File: src/design/cpc_cfg.svh
// shared widths, download indices, fixed pages and Multiface addresses; include where needed
`ifndef CPC_CFG_SVH
`define CPC_CFG_SVH

////////////////////////////////////////
// widths

`define BOOT_ADDR_W    23     // 8 MB of external memory, 16 KB pages
`define BANK_W         2
`define IOCTL_ADDR_W   25     // download address from the host
`define ROM_MAP_W      256    // one bit per high ROM page
`define MF2_RAM_AW     13     // 8 KB Multiface RAM

////////////////////////////////////////
// download indices

`define IDX_ROM        8'd0   // firmware image
`define IDX_EXT        8'd3   // expansion ROM, page from file extension

////////////////////////////////////////
// fixed pages, bit 8 picks the high ROM half

`define PAGE_OS        9'h000
`define PAGE_BASIC     9'h100
`define PAGE_AMSDOS    9'h107
`define PAGE_MF2       9'h0FF
`define PAGE_BAD_EXT   9'h1EE // unused page, catches a malformed extension
`define PAGE_COMBO_END 9'h1FF

// Multiface addresses
`define MF2_NMI_VEC    16'h0066
`define MF2_HIDE_ADDR  16'h0065
`define MF2_PORT_HI    14'b11111110111010 // FEE8 and FEEA

`endif

File: src/design/cpc_pkg.sv
// types shared by the loader and the Multiface blocks; import where a type is needed
`include "cpc_cfg.svh"

package cpc_pkg;

	// external memory address, 16 KB pages above bit 14
	typedef logic [`BOOT_ADDR_W-1:0] boot_addr_t;

	// page number, bit 8 set for the high ROM half
	typedef logic [8:0] page_t;

	typedef logic [`BANK_W-1:0] bank_t;     // memory bank

	typedef logic [15:0] cpu_addr_t;

	typedef logic [7:0] byte_t;

	typedef logic [`MF2_RAM_AW-1:0] mf2_addr_t;

	// bit 1 switches the Multiface off, any nonzero value starts it hidden
	typedef enum logic [1:0] {
		MF2_ENABLED  = 2'b00,
		MF2_HIDDEN   = 2'b01,
		MF2_DISABLED = 2'b10
	} mf2_mode_t;

endpackage

File: src/design/rom_page_tracker.sv
// picks the expansion ROM page from the file extension and records written high ROM pages
`include "cpc_cfg.svh"

module rom_page_tracker (
	input  logic                    clk_sys,
	input  logic                    reset,
	input  logic                    ioctl_download,
	input  cpc_pkg::byte_t          ioctl_index,
	input  logic                    ioctl_wr,
	input  logic [23:0]             ioctl_file_ext,
	input  cpc_pkg::boot_addr_t     boot_addr,
	input  logic                    boot_wr_region,
	output cpc_pkg::page_t          page,
	output logic [`ROM_MAP_W-1:0]   rom_map
);
	import cpc_pkg::*;

	logic       download_d;
	logic       wr_d;          // previous cycle carried a mapped write
	logic       combo;
	logic       ext_start;
	logic       wr_fall;
	logic [4:0] hi_digit;      // valid flag and nibble
	logic [4:0] lo_digit;
	page_t      ext_page;
	logic       ext_combo;

	// one extension character as a hex nibble, bit 4 marks a valid digit
	function automatic logic [4:0] hex_digit(input byte_t c);
		if (c >= "0" && c <= "9")
			return {1'b1, c[3:0]};
		if (c >= "A" && c <= "F")
			return {1'b1, c[3:0] + 4'd9};
		return 5'd0;
	endfunction

	assign ext_start = ~download_d & ioctl_download & (ioctl_index == `IDX_EXT);
	assign wr_fall   = wr_d & ~ioctl_wr;
	assign hi_digit  = hex_digit(ioctl_file_ext[15:8]);
	assign lo_digit  = hex_digit(ioctl_file_ext[7:0]);

	always_comb begin
		ext_page  = `PAGE_BAD_EXT;
		ext_combo = 1'b0;
		if (hi_digit[4]) ext_page[7:4] = hi_digit[3:0];
		if (lo_digit[4]) ext_page[3:0] = lo_digit[3:0];
		if (ioctl_file_ext[15:0] == "ZZ") ext_page = '0;
		if (ioctl_file_ext[15:0] == "Z0") begin
			ext_page  = '0;    // combo image, ends in the high ROM area
			ext_combo = 1'b1;
		end
	end

	always_ff @(posedge clk_sys) begin
		if (reset) begin
			download_d <= 1'b0;
			wr_d       <= 1'b0;
			combo      <= 1'b0;
			page       <= '0;
			rom_map    <= '0;
		end else begin
			download_d <= ioctl_download;
			wr_d       <= boot_wr_region;
			if (wr_fall) begin
				if (boot_addr[`BOOT_ADDR_W-1])
					rom_map[boot_addr[21:14]] <= 1'b1;
				if (combo && &boot_addr[13:0]) begin
					combo <= 1'b0;
					page  <= `PAGE_COMBO_END;
				end
			end
			if (ext_start) begin
				page  <= ext_page;
				combo <= ext_combo;
			end
		end
	end

endmodule

File: config.mk
export PLATFORM = sky130hd
export DESIGN_NAME = rom_page_tracker
export DESIGN_NICKNAME = d
export VERILOG_FILES = /design/src/design/cpc_pkg.sv /design/src/design/rom_page_tracker.sv
export VERILOG_INCLUDE_DIRS = /design/src /design/src/design
export SDC_FILE = /design/constraint.sdc
export NUM_CORES = 1
export LEC_CHECK = 0
export BUFFER_PORTS_ARGS = -buffer_cell sky130_fd_sc_hd__buf_2
export CAP_MARGIN = 15
export CORE_MARGIN = 1
export CORE_UTILIZATION = 49
export CTS_CLUSTER_DIAMETER = 200
export DETAILED_ROUTE_END_ITERATION = 6
export PLACE_DENSITY = 0.76
export REMOVE_ABC_BUFFERS = 1
export SETUP_SLACK_MARGIN = 0.5
export SYNTH_ARGS = -nofsm -noshare
export SYNTH_HDL_FRONTEND = slang
export SYNTH_SLANG_ARGS = --single-unit
File: constraint.sdc
create_clock -name clk_sys -period 2.4 [get_ports clk_sys]
set_input_delay 0.48 -clock clk_sys [delete_from_list [all_inputs] [get_ports clk_sys]]
set_output_delay 0.48 -clock clk_sys [all_outputs]
set_load 0.1 [all_outputs]
**After elaboration in Yosys (flattened, before gate mapping)**

Index checks and enable logic that the tools add are counted.

- $add $sub $neg: 2
- $lt $le $gt $ge: 10
- Eq/ne operators: 3
- Multiplexer cells: 27
- Bitwise gates (word level): 6
- Reductions and logical operators: 11

Operator list:

| kind | number |
|---|---|
| $or 256x256->256 | 1 |
| $mux 9 | 5 |
| $mux 5 | 8 |
| $eq 16x15->1 const B | 2 |
| $ge 8x6->1 const B | 2 |
| $ge 8x7->1 const B | 2 |
| $le 8x6->1 const B | 2 |
| $le 8x7->1 const B | 2 |
| $reduce_and 14->1 | 1 |
| $mux 1 | 11 |
| $lt 8x9->1 const B | 1 |
| $add 4x4->4 const B | 2 |
| $demux 1 s8 | 1 |
| $eq 8x2->1 const B | 1 |
| $ge 8x1->1 const B | 1 |
| $mux 4 | 2 |
| $logic_and 1x1->1 | 6 |
| $reduce_and 2->1 | 2 |
| $reduce_bool 2->1 | 2 |
| $and 1x1->1 | 3 |
| $not 1->1 | 2 |

- Register bits after elaboration: 268
- Input bits: 60
- Output and inout port bits: 265
- Logic and storage cells: 64

**Depth between registers and ports, before layout**

- Word-level depth: 10
- Gate-level depth with buffers: 7
- Depth with buffers taken out: 7

**Worst setup path before layout**

Ideal clock, no wire load.

- Kind: input-to-reg
- From: input port ioctl_index[3]
- To: register page[0]
- Library setup time: 79 ps
- Arrival time: 1789 ps
- Required time: 2321 ps
- Setup slack: 531 ps
- Stages: 6
- Buffers on the path: 1
- Cell sequence: or4_4 nor4_4 buf_6 a21oi_4 nor2b_1 a211oi_2

- Word-level cells in the longest chain between the ends: 4
- Elaborated cells between the ends (all ways): 6
- Classes of those cells: eq/ne: 1; mux: 1; bitwise: 1; reduce/logical: 3

RTL lines:

| what | line | text |
|---|---|---|
| from (decl) | rom_page_tracker.sv:8 | `input cpc_pkg::byte_t ioctl_index,` |
| $eq 8x2->1 (no source line) * | - |  |
| $and 1x1->1 * | rom_page_tracker.sv:37 | `` assign ext_start = ~download_d & ioctl_download & (ioctl_index == `IDX_EXT); `` |
| $reduce_bool 2->1 (no source line) | - |  |
| $reduce_and 2->1 (no source line) | - |  |
| to (signal assigned) | rom_page_tracker.sv:69 | `` page <= `PAGE_COMBO_END; `` |
| to (signal assigned) | rom_page_tracker.sv:73 | `page <= ext_page;` |
| to (decl) | rom_page_tracker.sv:13 | `output cpc_pkg::page_t page,` |

Every way passes the cells marked *; elsewhere a longest branch is shown, timed or not.
A chain may end at the register's enable or synchronous reset.

**Worst setup path in the final report**

- From: register rom_map[155]
- To: output port rom_map[155]

RTL lines:

| what | line | text |
|---|---|---|
| from (decl) | rom_page_tracker.sv:14 | `` output logic [`ROM_MAP_W-1:0] rom_map `` |
| from (signal assigned) | rom_page_tracker.sv:60 | `rom_map <= '0;` |
| from (signal, indexed assignment) | rom_page_tracker.sv:66 | `rom_map[boot_addr[21:14]] <= 1'b1;` |

No word-level cell between the ends.

==> impl_metrics.ini <==
[synth]
avgSynthCellArea_um2 = 8.978
synth.distinct_cells = 41
synth_cells = 1004
synth_edf_count = 0
synth_seq_cells = 268
seq_area_frac_synth = 0.5952
syn_area_um2 = 9014
ys_async_sr_fraction = 0
synth_warnings = 0
synthFlopType = dfxtp_1

[setup_path]
worstReg2RegStart = wr_d$_SDFF_PP0_
cp-end-kind = output pin
critical_path.startpoint_type = flop
worstPathRequired_ns = 1.92
critical-path-max-stage-delay_ns = 0.45
crit_start = rom_map[155]$_SDFFE_PP0P_
critical-path-top-delay-family = buffers and inverters
slowest_stage = buf_2
crit_chain = buf_2
critPathKind = reg -> out
cp_num_buf_inv = 1
path_max_fanout = 2
cp.arrival_ns = 1.34

[cts]
cts_tree = done
cts_max_level = 1
clk_latency_ns = 0.51
cts_hold_buf = 0
cts.clk_slew.worst_paths_ns = 0.07
cts_buffer_depth = 3
cts-root-buf = clkbuf_16
cts_buffers = 27
clock-sinks = 268

[cells_and_area]
fillCellCount = 1515
syn2layout_area_growth_pct = 32.00
layout.nets = 1394
final_cell_area_um2 = 11900
drive_gt1_frac = 0.3284
final_util = 0.6601

[floorplanning]
dieArea_um2 = 18940
core-area_um2 = 18020
fp.dieW_um = 137.6
num_rows = 49
ioPinCount = 325
start_util = 0.5001
die-height_um = 137.6

[job]
maxCapViolCount = 0

[pwr]
vdd_ir_drop_max_mv = 0.5901
leakage_nw = 5.531
total_power_mw = 8.735
cellPowerDensity_nw_per_um2 = 734.2

[route]
vias = 8355
ant_nets = 0
wl_per_cell_um = 17.60
drcViolationCount = 0
drt_iter0_markers = 352
drt-vias-per-instance = 5.308
finalWirelength_um = 27710
firstDrtPassIters = 5

[sta]
slew_viol_final = 0
tightest_slew_ns = 1.132
relSlewSlack = 0.2445
clock_skew_ns = 0.008111
rsz0062_at_grt = no
tns_ns = 0
hold_viol = 0
final-setup-viol-count = 0
period_needed_ns = 1.820
fmax_mhz = 549.3
fin_ws_ns = 0.5797
fin_crit_sh = 0.7585

[place]
hpwl_um = 18860
port_buffers = 316
finalWeightedCongestion = 0.8372
place_area_um2 = 11050
post-place-ws_ns = 0.1851

[global_route]
grt_usage = 0.2801
grt_pass1_vias = 7665
grt_pass1_wl_um = 40700
antenna_found_initial = 2
grt_start_max_net_pins = 87
grt_overflow = 0

[min_path]
hp-start = boot_wr_region
holdCritPathClass = in -> reg

[outcome]
status = complete, no violations
per-stage QoR:
step	hold WS, ns	std cells
finish	0.1791	1574
global route	0.2046	1574
CTS	0.1655	1572
detailed placement	0.4375	1524
global placement	0.4341	1524
floorplan	0.4262	933
cell families after synthesis:
kind of cell	Yosys count	synth area share
AND/OR/NAND/NOR	353	0.1812
buffers and inverters	85	0.04025
flip-flops	268	0.5952
adder cells (fa/ha/maj)	10	0.01388
multiplexers	2	0.002221
AO/OA/AOI/OAI	286	0.1673
worst paths after layout:
path                          endpoint  slack, ns  cells after the start
max                       rom_map[155]       0.58                      1
min                    wr_d$_SDFF_PP0_       0.18                      2
max reg2reg  rom_map[103]$_SDFFE_PP0P_       0.66                      4
min reg2reg       page[8]$_SDFFE_PP0P_       0.45                      2
area by class of cell:
| class | count | area, µm² | share of cell area |
|---|---|---|---|
| diodes | 2 | 5.005 | 0.0004207 |
| clock buffers | 38 | 747.0 | 0.06278 |
| clock inverters | 10 | 87.58 | 0.007361 |
| inverters | 14 | 52.55 | 0.004417 |
| multi-input cells | 651 | 3368 | 0.2831 |
| flip-flops and latches | 268 | 5365 | 0.4509 |
| well taps | 229 | 286.5 | 0.02408 |
| repair buffers | 362 | 1986 | 0.1669 |
placed cells by master, fill, tap and decap left out, types with 2 or more instances in the layout:
cell / count
nand4b_1: 2
nand3_1: 3
o21bai_1: 2
clkinv_2: 5
ha_1: 10
dfxtp_1: 268
nor2_2: 9
nor2_1: 267
nand2_1: 7
mux2i_1: 2
a211oi_1: 2
clkbuf_1: 8
clkinvlp_4: 2
a21oi_1: 263
nor3_2: 9
nand2b_1: 11
o211ai_1: 4
nor3_4: 4
nor3_1: 8
nor4_1: 2
o21ai_0: 2
buf_4: 42
diode_2: 2
a221oi_1: 7
buf_12: 4
nor2b_1: 4
inv_1: 14
nor4_4: 3
nand4_1: 5
buf_2: 315
nor4_2: 7
nor4b_1: 2
nand4bb_1: 2
clkbuf_16: 27
clkbuf_8: 4
cell usage after synthesis, drive strengths merged (3+ instances only):
| cell | number | area, µm² |
|---|---|---|
| a221oi | 7 | 61.31 |
| dfxtp | 268 | 5365 |
| inv | 14 | 52.55 |
| o21ai | 3 | 15.01 |
| o211ai | 4 | 30.03 |
| nand3 | 3 | 15.01 |
| nor3 | 21 | 165.2 |
| nand4 | 5 | 31.28 |
| buf | 31 | 160.1 |
| nor2 | 276 | 1036 |
| ha | 10 | 125.1 |
| nand2b | 11 | 68.82 |
| nor2b | 4 | 25.02 |
| a21oi | 264 | 1333 |
| clkbuf | 40 | 150.1 |
| nand2 | 8 | 32.54 |
| nor4 | 12 | 133.9 |
| a211oi | 3 | 27.52 |
report_power, final:
part           total, mW  internal, mW  switching [mW]  leakage [nW]
Sequential          4.45          4.45         0.00199          2.16
Combinational      0.335        0.0951           0.240          2.97
Clock               3.95          2.28            1.67         0.406
Total               8.73          6.83            1.91          5.53
metal layers:
layer  up-vias  GRT usage  routed length [µm]
met3        68    0.07763                2444
met4         0     0.1215                1007
met1      3926     0.3264               10980
li1       4009          -                   -
met5         -          0                   0
met2       352     0.4785               13280
what timing repair did:
action                     4_1_cts  5_1_grt
setup endpoints to repair        0        3
resized for setup                0        2
setup buffers                    0        0
flip-flops by register name, summed over array words and instances, names as in the netlist:
| name | count |
|---|---|
| combo | 1 |
| download_d | 1 |
| page | 9 |
| rom_map | 256 |
| wr_d | 1 |
Power figures use the tool's default switching activity.
