<file path="src/design/cpc_cfg.svh">
// shared widths, download indices, fixed pages and Multiface addresses; include where needed
`ifndef CPC_CFG_SVH
`define CPC_CFG_SVH

////////////////////////////////////////
// widths

`define BOOT_ADDR_W    23     // 8 MB of external memory, 16 KB pages
`define BANK_W         2
`define IOCTL_ADDR_W   25     // download address from the host
`define ROM_MAP_W      256    // one bit per high ROM page
`define MF2_RAM_AW     13     // 8 KB Multiface RAM

////////////////////////////////////////
// download indices

`define IDX_ROM        8'd0   // firmware image
`define IDX_EXT        8'd3   // expansion ROM, page from file extension

////////////////////////////////////////
// fixed pages, bit 8 picks the high ROM half

`define PAGE_OS        9'h000
`define PAGE_BASIC     9'h100
`define PAGE_AMSDOS    9'h107
`define PAGE_MF2       9'h0FF
`define PAGE_BAD_EXT   9'h1EE // unused page, catches a malformed extension
`define PAGE_COMBO_END 9'h1FF

// Multiface addresses
`define MF2_NMI_VEC    16'h0066
`define MF2_HIDE_ADDR  16'h0065
`define MF2_PORT_HI    14'b11111110111010 // FEE8 and FEEA

`endif

</file>
<file path="src/design/cpc_pkg.sv">
// types shared by the loader and the Multiface blocks; import where a type is needed
`include "cpc_cfg.svh"

package cpc_pkg;

	// external memory address, 16 KB pages above bit 14
	typedef logic [`BOOT_ADDR_W-1:0] boot_addr_t;

	// page number, bit 8 set for the high ROM half
	typedef logic [8:0] page_t;

	typedef logic [`BANK_W-1:0] bank_t;     // memory bank

	typedef logic [15:0] cpu_addr_t;

	typedef logic [7:0] byte_t;

	typedef logic [`MF2_RAM_AW-1:0] mf2_addr_t;

	// bit 1 switches the Multiface off, any nonzero value starts it hidden
	typedef enum logic [1:0] {
		MF2_ENABLED  = 2'b00,
		MF2_HIDDEN   = 2'b01,
		MF2_DISABLED = 2'b10
	} mf2_mode_t;

endpackage

</file>
<file path="src/design/cpu_bus_if.sv">
// CPU bus as seen by the Multiface blocks; driven from the top level CPU ports
interface cpu_bus_if;
	import cpc_pkg::*;

	cpu_addr_t addr;
	byte_t     dout;    // data from the CPU
	logic      m1;      // opcode fetch
	logic      io_wr;   // wr and iorq together
	logic      mem_rd;
	logic      mem_wr;

	// paging and port logic
	modport ctrl (
		input addr,
		input m1,
		input io_wr
	);

	// shadow store and RAM access
	modport ram (
		input addr,
		input dout,
		input mem_rd,
		input mem_wr
	);

endinterface

</file>
<file path="src/design/mf2_control.sv">
// Multiface Two NMI, paging and hide state, with the FEE8/FEEA port decode
`include "cpc_cfg.svh"

module mf2_control (
	input  logic                clk_sys,
	input  logic                reset,
	cpu_bus_if.ctrl             bus,
	input  logic                key_nmi,
	input  cpc_pkg::mf2_mode_t  mf2_mode,
	output logic                mf2_nmi,
	output logic                mf2_en,
	output logic                port_wr,
	output logic                mf2_rom_en,
	output logic                mf2_ram_en
);
	import cpc_pkg::*;

	logic key_d;
	logic m1_d;
	logic io_wr_d;
	logic mf2_hidden;     // ignores the enable port until the next NMI
	logic key_rise;
	logic m1_rise;
	logic io_rise;
	logic port_hit;

	assign key_rise = key_nmi & ~key_d;
	assign m1_rise  = bus.m1 & ~m1_d;
	assign io_rise  = bus.io_wr & ~io_wr_d;
	assign port_hit = (bus.addr[15:2] == `MF2_PORT_HI);

	// every other io write goes to the shadow store
	assign port_wr = io_rise & ~port_hit;

	assign mf2_rom_en = mf2_en & (bus.addr[15:13] == 3'b000);   // 0000-1FFF
	assign mf2_ram_en = mf2_en & (bus.addr[15:13] == 3'b001);   // 2000-3FFF

	always_ff @(posedge clk_sys) begin
		if (reset) begin
			key_d      <= 1'b0;
			m1_d       <= 1'b0;
			io_wr_d    <= 1'b0;
			mf2_nmi    <= 1'b0;
			mf2_en     <= 1'b0;
			mf2_hidden <= (mf2_mode != MF2_ENABLED);
		end else begin
			key_d   <= key_nmi;
			m1_d    <= bus.m1;
			io_wr_d <= bus.io_wr;

			if (key_rise & ~mf2_en & ~mf2_mode[1])
				mf2_nmi <= 1'b1;
			if (mf2_nmi & m1_rise & (bus.addr == `MF2_NMI_VEC)) begin
				mf2_en     <= 1'b1;    // page in on the NMI vector fetch
				mf2_hidden <= 1'b0;
				mf2_nmi    <= 1'b0;
			end
			if (mf2_en & m1_rise & (bus.addr == `MF2_HIDE_ADDR))
				mf2_hidden <= 1'b1;
			// FEE8 pages in, FEEA pages out; hidden or off keeps it out
			if (io_rise & port_hit)
				mf2_en <= ~bus.addr[1] & ~mf2_hidden & ~mf2_mode[1];
		end
	end

	nmi_off_when_disabled: assert property (@(posedge clk_sys) disable iff (reset)
		$rose(mf2_nmi) |-> !$past(mf2_mode[1]));

endmodule

</file>
<file path="src/flat_wrapper.sv">
// flat-port wrapper written by rule: the top's interface ports become plain ports
module mf2_control_flat import cpc_pkg::*;
  (clk_sys, reset, key_nmi, mf2_mode, mf2_nmi, mf2_en, port_wr, mf2_rom_en, mf2_ram_en, bus_addr, bus_m1, bus_io_wr);
  cpu_bus_if bus_i ();
  input  logic clk_sys;
  input  logic reset;
  input  logic key_nmi;
  input  cpc_pkg::mf2_mode_t mf2_mode;
  output logic mf2_nmi;
  output logic mf2_en;
  output logic port_wr;
  output logic mf2_rom_en;
  output logic mf2_ram_en;
  input wire logic [$bits(bus_i.addr)-1:0] bus_addr;
  input wire logic [$bits(bus_i.m1)-1:0] bus_m1;
  input wire logic [$bits(bus_i.io_wr)-1:0] bus_io_wr;
  assign bus_i.addr = bus_addr;
  assign bus_i.m1 = bus_m1;
  assign bus_i.io_wr = bus_io_wr;
  mf2_control u_core (.clk_sys(clk_sys), .reset(reset), .bus(bus_i), .key_nmi(key_nmi), .mf2_mode(mf2_mode), .mf2_nmi(mf2_nmi), .mf2_en(mf2_en), .port_wr(port_wr), .mf2_rom_en(mf2_rom_en), .mf2_ram_en(mf2_ram_en));
endmodule
</file>
<file path="config.mk">
export PLATFORM = sky130hd
export DESIGN_NAME = mf2_control_flat
export DESIGN_NICKNAME = d
export VERILOG_FILES = /design/src/design/cpc_pkg.sv /design/src/design/cpu_bus_if.sv /design/src/design/mf2_control.sv /design/src/flat_wrapper.sv
export VERILOG_INCLUDE_DIRS = /design/src /design/src/design
export SDC_FILE = /design/constraint.sdc
export NUM_CORES = 1
export LEC_CHECK = 0
export BUFFER_PORTS_ARGS = -buffer_cell sky130_fd_sc_hd__buf_2
export CELL_PAD_IN_SITES_DETAIL_PLACEMENT = 1
export CELL_PAD_IN_SITES_GLOBAL_PLACEMENT = 1
export CORE_MARGIN = 2
export CORE_UTILIZATION = 25
export DETAILED_ROUTE_END_ITERATION = 7
export GPL_ROUTABILITY_DRIVEN = 0
export GPL_TIMING_DRIVEN = 0
export PLACE_DENSITY_LB_ADDON = 0.2
export REMOVE_ABC_BUFFERS = 1
export SLEW_MARGIN = 20
export SYNTH_ARGS = -nofsm -noshare
export SYNTH_HDL_FRONTEND = slang
export SYNTH_SLANG_ARGS = --single-unit
</file>
<file path="constraint.sdc">
create_clock -name clk_sys -period 3.2 [get_ports clk_sys]
set_input_delay 0.16 -clock clk_sys [delete_from_list [all_inputs] [get_ports clk_sys]]
set_output_delay 0.16 -clock clk_sys [all_outputs]
set_load 0.05 [all_outputs]
</file>
* Yosys cells after proc, flatten, opt, wreduce, memory -nomap -nowiden
Index checks and enable logic that the tools add are counted.
Cells by class: eq/ne operators 4, multiplexer cells 5, bitwise operators 23, reduce and logical (&&, ||, !) cells 5
Operators with widths (count):
- 16-bit by 7-bit equality test with 1-bit output, second input constant | 2
- 1-bit AND | 15
- 14-bit equality test, second input constant | 1
- 1-bit NOT | 8
- 1-bit 2-to-1 mux | 5
- 2-bit nonzero test | 2
- 3-bit by 1-bit equality test with 1-bit output, second input constant | 1
- 3-bit zero test | 1
- 3-bit nonzero test | 1
- 2-bit OR reduction | 1
Word-level totals: register bits 6

* Longest topological paths before layout
depth after elaboration 7, mapped depth 4, gate-level depth less buffers 4

* Least setup slack after synthesis
OpenSTA, ideal clock, no wires.
path kind register to output, start register u_core.mf2_en, end output mf2_rom_en, arrival time 2344 ps, data required time 3040 ps, slack 696 ps, stages on the path, launching flop included 2, path buffers 0, cells stage by stage dfxtp_1 > nor4b_1
On the way: longest elaborated chain between the ends 1
RTL lines:
- start: declaration | RTL line mf2_control.sv:11 | output logic mf2_en,
- start signal: assignment | RTL line mf2_control.sv:62 | mf2_en <= ~bus.addr[1] & ~mf2_hidden & ~mf2_mode[1];
- 1-bit AND | RTL line mf2_control.sv:35 | assign mf2_rom_en = mf2_en & (bus.addr[15:13] == 3'b000);
- end: declaration | RTL line flat_wrapper.sv:12 | output logic mf2_rom_en;
Every way passes these cells.

* Worst setup path in the final report
start input bus_addr[4], end output port_wr
On the way: longest elaborated chain between the ends 3
RTL lines:
- start: declaration | RTL line flat_wrapper.sv:14 | input wire logic [$bits(bus_i.addr)-1:0] bus_addr;
- 14-bit equality test (no source line)
- 1-bit NOT | RTL line mf2_control.sv:33 | assign port_wr = io_rise & ~port_hit;
- 1-bit AND | RTL line mf2_control.sv:33
- end: declaration | RTL line flat_wrapper.sv:11 | output logic port_wr;
Every way passes these cells.

==> qor.yml <==
timing:
  finalCritPeriodShare_pct: 46.7
  timing.fmax_ghz: 0.670
  finalSetupTns_ns: 0
  rsz0062_at_grt: "no"
  clock_skew_ns: 0.00969
  min_period_ns: 1.49
  slew_violations: 0
  setup_violations: 0
  slew_headroom_pct: 74.6
  worstMarginPinSlew_ns: 0.376
  finalHoldViolCount: 0
synthesis:
  synth_xor_area_share_pct: 0
  syn_inst: 39
  yosysSeqAreaShare_pct: 38.1
  synth_ff_type: "dfxtp_1"
  netlist.area_leader.share_pct: 29.3
  synth_area_leader_cell: "dfxtp_1"
  syn-cell-area_um2: 342
  synthDistinctLibCells: 18
  synth_fa_ha_area_share_pct: 0
  synth.most_common_cell: "dfxtp_1"
  synth_compound_area_share_pct: 11.7
  netlist_top_cells_area: "dfxtp_1 29%, nor4b_1 10%, edfxtp_1 8.8%"
  synthSimpleGateAreaFrac_pct: 49.1
  synth.avg_cell_area_um2: 8.76
  synth-edff-count: 1
  synthArstFlopShare_pct: 0
  synthTopCellsByCount: "5 x dfxtp_1, 4 x nor2_1, 4 x nor2b_1, 4 x nor4b_1"
  synth_seq_cells: 6
  muxShareOfSynthArea_pct: 0
  synth_top_family_by_area: "simple AND/OR/NAND/NOR gates"
  yosysWarningCount: 0
clock_tree:
  ctsLongestPathBuffers: 2
  clk_latency_ns: 0.24
  cts_root_buf: "clkbuf_4"
  clock-sinks: 6
  cts_resized: 0
  hold_buffers: 0
  cts_tree: "yes"
  postCtsSetupBuffers: 0
  htree_levels: 1
  cts_buffers: 3
  cts.clk_slew.worst_paths_ns: 0.05
setup_path:
  crit_required_ns: 3.04
  regToRegStartpoint: "u_core.io_wr_d"
  path_class: "primary input to primary output"
  crit_path_max_fanout: 3
  cp.arrival_ns: 1.33
  crit_start: "bus_addr[4]"
  cp-end-kind: "primary output"
  critPathLaunchType: "primary input"
cells_and_area:
  stdcell_area_um2: 522
  synthToLayoutAreaGrowth_pct: 52.7
  fin_nets: 94
  utilization_pct: 40.6
  fillers: 171
  diodes: 0
  drive_gt1_share_pct: 42.9
job:
  cap_violations: 0
grt:
  grt_pass1_wl_mm: 1.55
  grt_pass1_vias: 367
  grt_overflow: 0
  antenna_found_initial: 0
  grt_max_degree: 7
  grt_use_total_pct: 13.8
placed_design:
  placed_area_um2: 495
  portBuffers: 27
  dp_hpwl_um: 867
pwr:
  intPower_uw: 145
  power.density_nw_per_um2: 370
  power.share.clock_pct: 38.7
  power.total_uw: 193
  ir_drop_mv: 0.238
  combPwrFrac_pct: 18.6
  netSwitchingFraction_pct: 24.9
  p_switching_uw: 48.1
  p_leak_nw: 0.227
  p_seq_share_pct: 42.7
routing:
  routedWlPerCell_um: 12.2
  drcViolationCount: 0
  via_per_inst: 4.94
  drtIter0Drc: 4
  wirelength_mm: 1.04
  vias: 420
  ant_nets: 0
  dr.pass1.iters: 2
worst_hold_path:
  holdCritStartpoint: "key_nmi"
  hp-class: "primary input to flop"
die:
  io_pins: 28
  die_area_um2: 1680
  die_h_um: 41.0
  fp.dieW_um: 41.0
  start_util_pct: 26.6
  rows: 13
  design.core.area_um2: 1280
status:
  status: "completed"
==> cell families after synthesis <==
family,after synthesis
compound gates,6
buf+inv,1
flops,6
simple gates,26
==> critical path, stage by stage <==
cell and delay, ns:
buf_2 0.09, nor4bb_1 0.38, nand4_1 0.21, nor3_1 0.22, nor2_1 0.06, buf_2 0.21
==> state kept, by name (all words and copies together), names as in the netlist <==
signal	cells
u_core.mf2_en	1
u_core.io_wr_d	1
u_core.key_d	1
u_core.mf2_nmi	1
u_core.m1_d	1
u_core.mf2_hidden	1
==> layout by cell type (no fill, tap or decap) <==
cell type	Yosys	routed
nor4_1	1	1
and2_1	1	1
nand3b_1	2	2
nor4bb_1	2	2
o31ai_1	1	1
nor2b_1	4	4
clkbuf_1	0	1
nand2_1	1	1
inv_1	1	1
nand2b_1	1	1
nand4_1	3	3
edfxtp_1	1	1
dfxtp_1	5	5
nor3_1	2	2
o31a_1	2	2
o21ai_0	3	3
nor2_1	4	4
or3_1	1	1
clkbuf_4	0	3
buf_2	0	27
nor4b_1	4	4
==> per-layer routing <==
| layer | GRT usage (%) | wire length (um) |
|---|---|---|
| met1 | 17.9 | 462 |
| met2 | 21.9 | 515 |
| met3 | 6.52 | 63 |
| met4 | 0 | 0 |
| met5 | 0 | 0 |
==> stage by stage <==
stage	worst slack, ns	hold slack [ns]	cells
floorplan	0.696	0.232	39
global placement	1.71	0.390	81
global route	1.53	0.160	85
CTS	1.68	0.142	85
detailed placement	1.69	0.392	81
finish	1.71	0.142	85
==> area by class of cell <==
| class | count | area [um^2] | share of cell area [%] |
|---|---|---|---|
| Timing Repair Buffer | 27 | 135 | 25.9 |
| Inverter | 1 | 3.75 | 0.719 |
| Tap cell | 15 | 18.8 | 3.60 |
| Multi-Input combinational cell | 32 | 208 | 39.8 |
| Sequential cell | 6 | 130 | 24.9 |
| Clock buffer | 4 | 26.3 | 5.04 |
==> power groups by stage <==
stage	Sequential, mW	Clock, mW	Combinational, mW
2_1_floorplan	0.0863	0	0.0125
3_3_place_gp	0.0838	0	0.0354
3_5_place_dp	0.0838	0	0.0357
4_1_cts	0.0824	0.0782	0.0362
5_1_grt	0.0827	0.0847	0.0396
6_report	0.0824	0.0748	0.0359
==> path summary, 6_finish.rpt <==
path	endpoint	slack [ns]	cells after the start
max reg2reg	u_core.mf2_en	1.91	4
min reg2reg	u_core.mf2_nmi	0.58	2
min	u_core.key_d	0.14	2
max	port_wr	1.71	6
(Power assumes the default switching activity.)
