### config.mk
export PLATFORM = sky130hd
export DESIGN_NAME = boot_addr_mapper
export DESIGN_NICKNAME = d
export VERILOG_FILES = /design/src/design/cpc_pkg.sv /design/src/design/boot_addr_mapper.sv
export VERILOG_INCLUDE_DIRS = /design/src /design/src/design
export SDC_FILE = /design/constraint.sdc
export NUM_CORES = 1
export LEC_CHECK = 0
export BUFFER_PORTS_ARGS = -buffer_cell sky130_fd_sc_hd__buf_2
export CELL_PAD_IN_SITES_DETAIL_PLACEMENT = 0
export CELL_PAD_IN_SITES_GLOBAL_PLACEMENT = 2
export CORE_ASPECT_RATIO = 0.75
export CORE_UTILIZATION = 15
export DETAILED_ROUTE_END_ITERATION = 12
export PLACE_DENSITY_LB_ADDON = 0.05
export SLEW_MARGIN = 15
export SYNTH_ARGS = -nofsm -noshare
export SYNTH_HDL_FRONTEND = slang
export SYNTH_SLANG_ARGS = --single-unit
### constraint.sdc
create_clock -name vclk -period 2.8
set_clock_uncertainty 0.05 [all_clocks]
set_input_delay 0.56 -clock vclk [all_inputs]
set_output_delay 0.56 -clock vclk [all_outputs]
set_load 0.01 [all_outputs]
### src/design/cpc_cfg.svh
// shared widths, download indices, fixed pages and Multiface addresses; include where needed
`ifndef CPC_CFG_SVH
`define CPC_CFG_SVH

////////////////////////////////////////
// widths

`define BOOT_ADDR_W    23     // 8 MB of external memory, 16 KB pages
`define BANK_W         2
`define IOCTL_ADDR_W   25     // download address from the host
`define ROM_MAP_W      256    // one bit per high ROM page
`define MF2_RAM_AW     13     // 8 KB Multiface RAM

////////////////////////////////////////
// download indices

`define IDX_ROM        8'd0   // firmware image
`define IDX_EXT        8'd3   // expansion ROM, page from file extension

////////////////////////////////////////
// fixed pages, bit 8 picks the high ROM half

`define PAGE_OS        9'h000
`define PAGE_BASIC     9'h100
`define PAGE_AMSDOS    9'h107
`define PAGE_MF2       9'h0FF
`define PAGE_BAD_EXT   9'h1EE // unused page, catches a malformed extension
`define PAGE_COMBO_END 9'h1FF

// Multiface addresses
`define MF2_NMI_VEC    16'h0066
`define MF2_HIDE_ADDR  16'h0065
`define MF2_PORT_HI    14'b11111110111010 // FEE8 and FEEA

`endif

### src/design/cpc_pkg.sv
// types shared by the loader and the Multiface blocks; import where a type is needed
`include "cpc_cfg.svh"

package cpc_pkg;

	// external memory address, 16 KB pages above bit 14
	typedef logic [`BOOT_ADDR_W-1:0] boot_addr_t;

	// page number, bit 8 set for the high ROM half
	typedef logic [8:0] page_t;

	typedef logic [`BANK_W-1:0] bank_t;     // memory bank

	typedef logic [15:0] cpu_addr_t;

	typedef logic [7:0] byte_t;

	typedef logic [`MF2_RAM_AW-1:0] mf2_addr_t;

	// bit 1 switches the Multiface off, any nonzero value starts it hidden
	typedef enum logic [1:0] {
		MF2_ENABLED  = 2'b00,
		MF2_HIDDEN   = 2'b01,
		MF2_DISABLED = 2'b10
	} mf2_mode_t;

endpackage

### src/design/boot_addr_mapper.sv
// maps a download address to an external memory address, bank and write enable
`include "cpc_cfg.svh"

module boot_addr_mapper (
	input  cpc_pkg::byte_t             ioctl_index,
	input  logic                       ioctl_download,
	input  logic                       ioctl_wr,
	input  logic [`IOCTL_ADDR_W-1:0]   ioctl_addr,
	input  cpc_pkg::page_t             page,
	input  logic                       model,
	output logic                       boot_wr,
	output cpc_pkg::boot_addr_t        boot_addr,
	output cpc_pkg::bank_t             boot_bank
);

	logic rom_download;
	logic ext_download;
	logic [`IOCTL_ADDR_W-15:0] segment;   // 16 KB segment of the image

	assign rom_download = ioctl_download && (ioctl_index == `IDX_ROM);
	assign ext_download = ioctl_download && (ioctl_index == `IDX_EXT);
	assign segment      = ioctl_addr[`IOCTL_ADDR_W-1:14];

	// lower 4 MB holds OS, RAM and MF2 ROM; upper 4 MB holds up to 256 high ROMs
	always_comb begin
		boot_wr                         = (rom_download | ext_download) & ioctl_wr;
		boot_addr[13:0]                 = ioctl_addr[13:0];
		boot_addr[`BOOT_ADDR_W-1:14]    = '1;
		boot_bank                       = '0;

		if (ext_download) begin
			boot_addr[`BOOT_ADDR_W-1]   = page[8];
			boot_addr[21:14]            = page[7:0] + ioctl_addr[21:14];
			boot_bank                   = {1'b0, model};
		end else begin
			case (segment)
				0, 4:    boot_addr[`BOOT_ADDR_W-1:14] = `PAGE_OS;
				1, 5:    boot_addr[`BOOT_ADDR_W-1:14] = `PAGE_BASIC;
				2, 6:    boot_addr[`BOOT_ADDR_W-1:14] = `PAGE_AMSDOS;
				3, 7:    boot_addr[`BOOT_ADDR_W-1:14] = `PAGE_MF2;
				default: boot_wr = 1'b0;   // past the end of the firmware
			endcase
			// second set of four segments is the 664 firmware
			if (segment >= 4 && segment <= 7)
				boot_bank = 'd1;
		end
	end

	// a write from the host only ever lands inside a download
	boot_wr_in_download: assert property (@(posedge ioctl_wr) ioctl_download);

endmodule

# Word level (Yosys, flattened, before mapping)
# Index checks and enable logic that the tools add are counted.
classes:
  add_sub_neg: 1
  multipliers: 0
  div: 0
  magnitude_cmp: 2
  eq_ne: 8
  shift: 0
  muxes: 6
  bitwise: 2
  n_reduce_logical: 10
op_table:
  columns: ["operator", "count"]
  rows:
  - ["== test 11 x 3 -> 1 bit (second input constant)", 4]
  - ["one-hot mux 9 bit (4 select lines)", 1]
  - ["== test 11 x 2 -> 1 bit (second input constant)", 2]
  - ["== test 11 x 1 -> 1 bit (second input constant)", 1]
  - [">= comparator 11 x 3 -> 1 bit (second input constant)", 1]
  - ["<= comparator 11 x 3 -> 1 bit (second input constant)", 1]
  - ["zero test 11 bit", 1]
  - ["2-to-1 mux 9 bit", 1]
  - ["adder 8 bit", 1]
  - ["== test 8 x 2 -> 1 bit (second input constant)", 1]
  - ["zero test 8 bit", 1]
  - ["OR reduction 2 bit", 4]
  - ["OR reduction 8 bit", 1]
  - ["2-to-1 mux 1 bit", 4]
  - ["logical AND 1 bit", 3]
  - ["AND 1 bit", 1]
  - ["OR 1 bit", 1]
totals:
  regBits: 0
  latchBits: 0
  mem_bits_rw: 0
  romBits: 0
  out_inout_bits: 26
  memories: 0

# Longest topological paths before layout
# Gate-level depths: netlist of the first run.
logic_depth:
  word_depth: 6
  ltp_mapped: 6
  depth_no_buf: 6

# Worst setup path after synthesis of the first run
# Ideal clock, no wire load.
synth_path:
  path_type: "input-to-output"
  startpoint: "input port ioctl_addr[18]"
  endpoint: "output port boot_addr[21]"
  arrival_ns: 1.879
  required_time_ns: 2.190
  setup_slack_ns: 0.311
  cell_stages: 5
  path_buffers: 0
  cell_sequence: "ha_1 -> a21o_1 -> a31o_1 -> or3_1 -> a31oi_1"
synth_via:
  elab_chain_cells: 4
  elab_cells_between_ends: 15
  cone_classes: "add/sub: 1; eq/ne: 7; mux: 2; reduce/logical: 5"
synth_lines:
  columns: ["item", "line_no", "text"]
  rows:
  - ["from (decl)", "boot_addr_mapper.sv:8", "input logic [`IOCTL_ADDR_W-1:0] ioctl_addr,"]
  - ["== test 11 x 2 -> 1 bit, or another cell as far along", "boot_addr_mapper.sv:36", "case (segment)"]
  - ["OR reduction 2 bit (on tied branches)", null, null]
  - ["one-hot mux 9 bit (4 select lines)", "boot_addr_mapper.sv:36", null]
  - ["2-to-1 mux 9 bit *", "boot_addr_mapper.sv:31", "if (ext_download) begin"]
  - ["to (decl)", "boot_addr_mapper.sv:12", "output cpc_pkg::boot_addr_t boot_addr,"]
# Mark *: on every way between the ends. The rest lies on a longest branch, timed or not.

# Final worst setup path of the first run
layout_path:
  startpoint: "input port ioctl_addr[14]"
  endpoint: "output port boot_addr[20]"
# The elaborated chain is that of the path after synthesis.

==> results.tsv, run 1 <==
metric	value	unit
fin_crit	2.677	ns
post-route-period-util	95.62	%
final_nets	173	
cp_top_family	compound AO/OA/AOI/OAI gates	
grt_pass1_wl	3118	um
cts_setup_buffers	0	
syn_nets	136	
track_usage	8.945	%
crit_buf_inv	2	
grt_pass1_vias	729	
p_seq_share	0	%
min_path_cells	0	
hold_violations	0	
layout_setup_ws	0.1226	ns
clkPwrFrac	0	%
cp_slowest_cell	fa_2	
die_y	57.31	um
peakVddDrop	0.02222	mV
fin_setup_tns	0	ns
total_leakage_power	0.0004183	uW
cp_max_fo	3	
synth_cell_types	31	
wl_per_cell	11.13	um
internal_power	52.57	uW
power_density	116.3	mW/mm2
hold_class	in2out	
num_vias	707	
path_cells	buf_6, ha_4, fa_2, a211o_1, o211ai_1, a2111o_1, o211ai_2, buf_2	
regArea	0	um2
maxCapViolations	0	
rsz0062_at_grt	no	
drt-pass1-iter-count	4	
yosys_warnings	0	
whs_endpoint	boot_addr[7]	
syn_avg_cell_area	7.372	um2
antenna_found_initial	0	
start_util	16.19	%
syn-instance-count	83	
path_class	in2out	
fillers	430	
hp-start	ioctl_addr[7]	
antennaDiodeCount	0	
drive_above_1_share	48.31	%
cp_data_arrival_time	2.07	ns
p_sw	47.70	uW
die_x	75.75	um
avgViaCountPerCell	4.159	
status	complete, no violations	
syn2layout_area_growth	40.90	%
cp.required	2.19	ns
crit_path_end_kind	output pin	
core_area	0.003780	mm2
switching_share	47.57	%
hpwl	1691	um
place.gp.congestion	0.7848	
grt_max_degree	7	
drc	0	
critPathMaxStageDelay	0.37	ns
grt_overflow	0	
dp_slack	-0.003690	ns
drv_slew	0	
crit_path_start_kind	primary input	
clock_buffers	0	
row_count	19	
io_buffers	42	
final_antenna_net_count	0	
combPwrFrac	100.0	%
max_freq	373.5	MHz
nFlopsAndLatches	0	
synth_area	611.8	um2
wirelength	1892	um
drtIter0Drc	21	
yosysSeqAreaShare	0	%
io_pins	71	
finalSetupViolations	0	
dieArea	0.004341	mm2
==> placed cells by master, fill, tap and decap left out, types with 3 or more instances in the layout <==
cell / count
buf_2: 40
o21ai_0: 3
buf_4: 9
nand2_1: 7
nor3_1: 4
xnor2_1: 3
a21o_1: 3
ha_1: 6
nor4_1: 3
nor2_1: 6
nand3_1: 3
a21oi_1: 5
==> power groups by stage <==
| stage | clock network [uW] | logic, uW | registers (uW) |
|---|---|---|---|
| finish | 0 | 100 | 0 |
| global route | 0 | 114 | 0 |
| CTS | 0 | 97.9 | 0 |
| detailed placement | 0 | 97.1 | 0 |
| global placement | 0 | 100 | 0 |
| floorplan | 0 | 72.3 | 0 |
==> final cells by class <==
cell class	count	area [um2]	share of cell area, %
Inverter	1	3.754	0.4354
Multi-Input combinational cell	66	503.0	58.35
Tap cell	52	65.06	7.547
Timing Repair Buffer	51	290.3	33.67
==> routing by layer <==
layer  share of wire, %  wire length (um)  vias to the layer above  track usage, %
met1                 51               968                      314           13.60
met3                5.2                98                        4          0.7067
met2                 43               818                       21           13.78
li1                   -                 -                      368               -
met5                  0                 0                        -               0
met4               0.42                 8                        0           1.587
==> kinds of logic after synthesis <==
group / count (synthesis) / synth area share, %
AO/OA/AOI/OAI: 23 / 27.20
XOR/XNOR: 3 / 4.295
adder cells (fa/ha/maj): 8 / 17.59
buffers and inverters: 17 / 20.25
other: 1 / 0.6129
AND/OR/NAND/NOR: 31 / 30.06
==> Yosys cell counts (3+ instances only) <==
cell      n  area, um2
a21o_1    3      22.52
o21ai_0   3      15.01
nand3_1   3      15.01
ha_1      7      87.58
nor3_1    4      20.02
xnor2_1   3      26.28
a21oi_1   5      25.02
nor4_1    3      18.77
buf_4    16      120.1
nor2_1    6      22.52
nand2_1   7      26.28
==> worst max path at each step <==
stage                   start            end  slack, ns  cells past startpoint
3_5_place_dp   ioctl_addr[14]  boot_addr[20]     -0.004                      8
3_3_place_gp   ioctl_addr[14]  boot_addr[20]     0.0003                      8
6_report       ioctl_addr[14]  boot_addr[20]       0.12                      8
2_1_floorplan  ioctl_addr[18]  boot_addr[21]       0.31                      5
4_1_cts        ioctl_addr[14]  boot_addr[20]       0.06                      8
5_1_grt        ioctl_addr[16]  boot_addr[19]       0.01                      8
==> metrics by stage <==
stage | util, % | power, uW | cells | cell area [um2] | hold slack, ns
2_1_floorplan | - | 72.26 | 83 | 611.8 | 1.162
6_report | 22.81 | 100.3 | 170 | 862.1 | 1.070
4_1_cts | 22.15 | 97.89 | 170 | 837.1 | 1.070
3_3_place_gp | 22.08 | 100.2 | 170 | 834.6 | 1.070
5_1_grt | 22.81 | 114.2 | 170 | 862.1 | 1.070
3_5_place_dp | 22.08 | 97.12 | 170 | 834.6 | 1.070
==> what timing repair did <==
action                                  CTS  global route
endpoints found under the setup margin    1             1
gates resized for setup                   1             4
pin swaps                                 1             6
gates cloned                              0             0
hold buffers                              0             0
endpoints found under the hold margin     0             0
No activity file was read; power rests on OpenSTA's default activity.
==> run 2: changes to the inputs <==
--- a/config.mk
+++ b/config.mk
@@ -10,7 +10,7 @@
 export CELL_PAD_IN_SITES_DETAIL_PLACEMENT = 0
 export CELL_PAD_IN_SITES_GLOBAL_PLACEMENT = 2
 export CORE_ASPECT_RATIO = 0.75
-export CORE_UTILIZATION = 15
+export CORE_UTILIZATION = 17
 export DETAILED_ROUTE_END_ITERATION = 12
 export PLACE_DENSITY_LB_ADDON = 0.05
 export SLEW_MARGIN = 15
==> constraint.sdc (replaced) <==
create_clock -name vclk -period 3.3
set_clock_uncertainty 0.05 [all_clocks]
set_input_delay 0.66 -clock vclk [all_inputs]
set_output_delay 0.66 -clock vclk [all_outputs]
set_load 0.01 [all_outputs]
==> results.tsv, run 2 (synthesis results as in run 1) <==
metric	value	unit
grt_pass1_wl	2780	um
path_class	in2out	
drc	3	
hpwl	1613	um
post_cts_resized	0	
max_freq	331.8	MHz
layout_common_cells	42 x buf_2, 7 x nand2_1, 7 x ha_1	
antennaDiodeCount	0	
avgViaCountPerCell	4.547	
rsz0062_at_grt	no	
multi_input_area	488.0	um2
cp_max_fo	3	
io_pins	71	
cpMostUsedCell	buf_2	
hold_violations	0	
final_cell_area	759.5	um2
hold_class	in2out	
dieArea	0.003845	mm2
nFlopsAndLatches	0	
cp.required	2.59	ns
io_buffers	42	
startpoint	ioctl_addr[14]	
switching_share	50.89	%
whs_endpoint	boot_addr[10]	
antenna_found_initial	0	
path_cells	buf_2, ha_1, fa_1, a211o_1, o211ai_1, a2111o_1, o211ai_2, buf_2	
wirelength	1735	um
cp_top_family	compound AO/OA/AOI/OAI gates	
total_power	74.49	uW
maxCapViolations	0	
violations	DRC	
fin_crit	3.014	ns
min_path_cells	0	
cp_slowest_cell	fa_1	
regArea	0	um2
drive_above_1_share	42.73	%
combPwrFrac	100.0	%
grt_max_degree	8	
place.gp.congestion	0.6593	
p_sw	37.91	uW
grt_pass1_vias	628	
p_seq_share	0	%
cts_setup_buffers	0	
clkPwrFrac	0	%
placed_cell_area	759.5	um2
syn2layout_area_growth	24.13	%
layout_setup_ws	0.2864	ns
final_common_cell	buf_2	
final_nets	165	
fillers	377	
row_count	18	
dp_slack	0.2637	ns
cp_data_arrival_time	2.30	ns
post-route-period-util	91.32	%
start_util	18.23	%
crit_path_start_kind	primary input	
final_antenna_net_count	0	
status	complete, but fails checks	
die_x	71.27	um
wl_per_cell	11.57	um
drt-pass1-iter-count	8	
die_y	53.96	um
internal_power	36.58	uW
hold_buffers	0	
fin_setup_tns	0	ns
hp-start	ioctl_addr[10]	
core_area	0.003356	mm2
finalSetupViolations	0	
power_density	98.08	mW/mm2
total_leakage_power	0.0003762	uW
clock_buffers	0	
crit_path_end_kind	output pin	
track_usage	9.165	%
drtIter0Drc	19	
peakVddDrop	0.01845	mV
critPathMaxStageDelay	0.42	ns
grt_overflow	0	
crit_buf_inv	2	
num_vias	682	
drv_slew	0	
[run 2: layout make-up]
| cell class | instances | share of cell area (%) |
|---|---|---|
| Multi-Input combinational cell | 66 | 64.25 |
| Timing Repair Buffer | 43 | 28.67 |
| Tap cell | 40 | 6.590 |
| Inverter | 1 | 0.4942 |
[run 2: layer usage]
layer | share of wire [%] | global-route usage, % | vias up
met4 | 0.23 | 1.667 | 0
met2 | 45 | 15.24 | 18
met5 | 0 | 0 | -
met1 | 50 | 13.44 | 314
met3 | 4.5 | 0.1873 | 2
li1 | - | - | 348
[run 2: through the flow]
stage | util [%] | instances | hold WS (ns)
detailed placement | 22.63 | 150 | 1.270
finish | 22.63 | 150 | 1.270
global route | 22.63 | 150 | 1.270
global placement | 22.63 | 150 | 1.270
floorplan | - | 83 | 1.362
CTS | 22.63 | 150 | 1.270
[run 2: worst max-delay path by stage]
stage / endpoint / depth (start not counted)
detailed placement: boot_addr[20] / 8
global route: boot_addr[20] / 8
global placement: boot_addr[20] / 8
finish: boot_addr[20] / 8
CTS: boot_addr[20] / 8
floorplan: boot_addr[21] / 5
[run 2: power by group through the flow]
stage | registers (uW) | clock network [uW] | logic, uW
2_1_floorplan | 0 | 0 | 61.3
3_3_place_gp | 0 | 0 | 77.4
3_5_place_dp | 0 | 0 | 75.4
4_1_cts | 0 | 0 | 75.6
5_1_grt | 0 | 0 | 84.9
6_report | 0 | 0 | 74.5
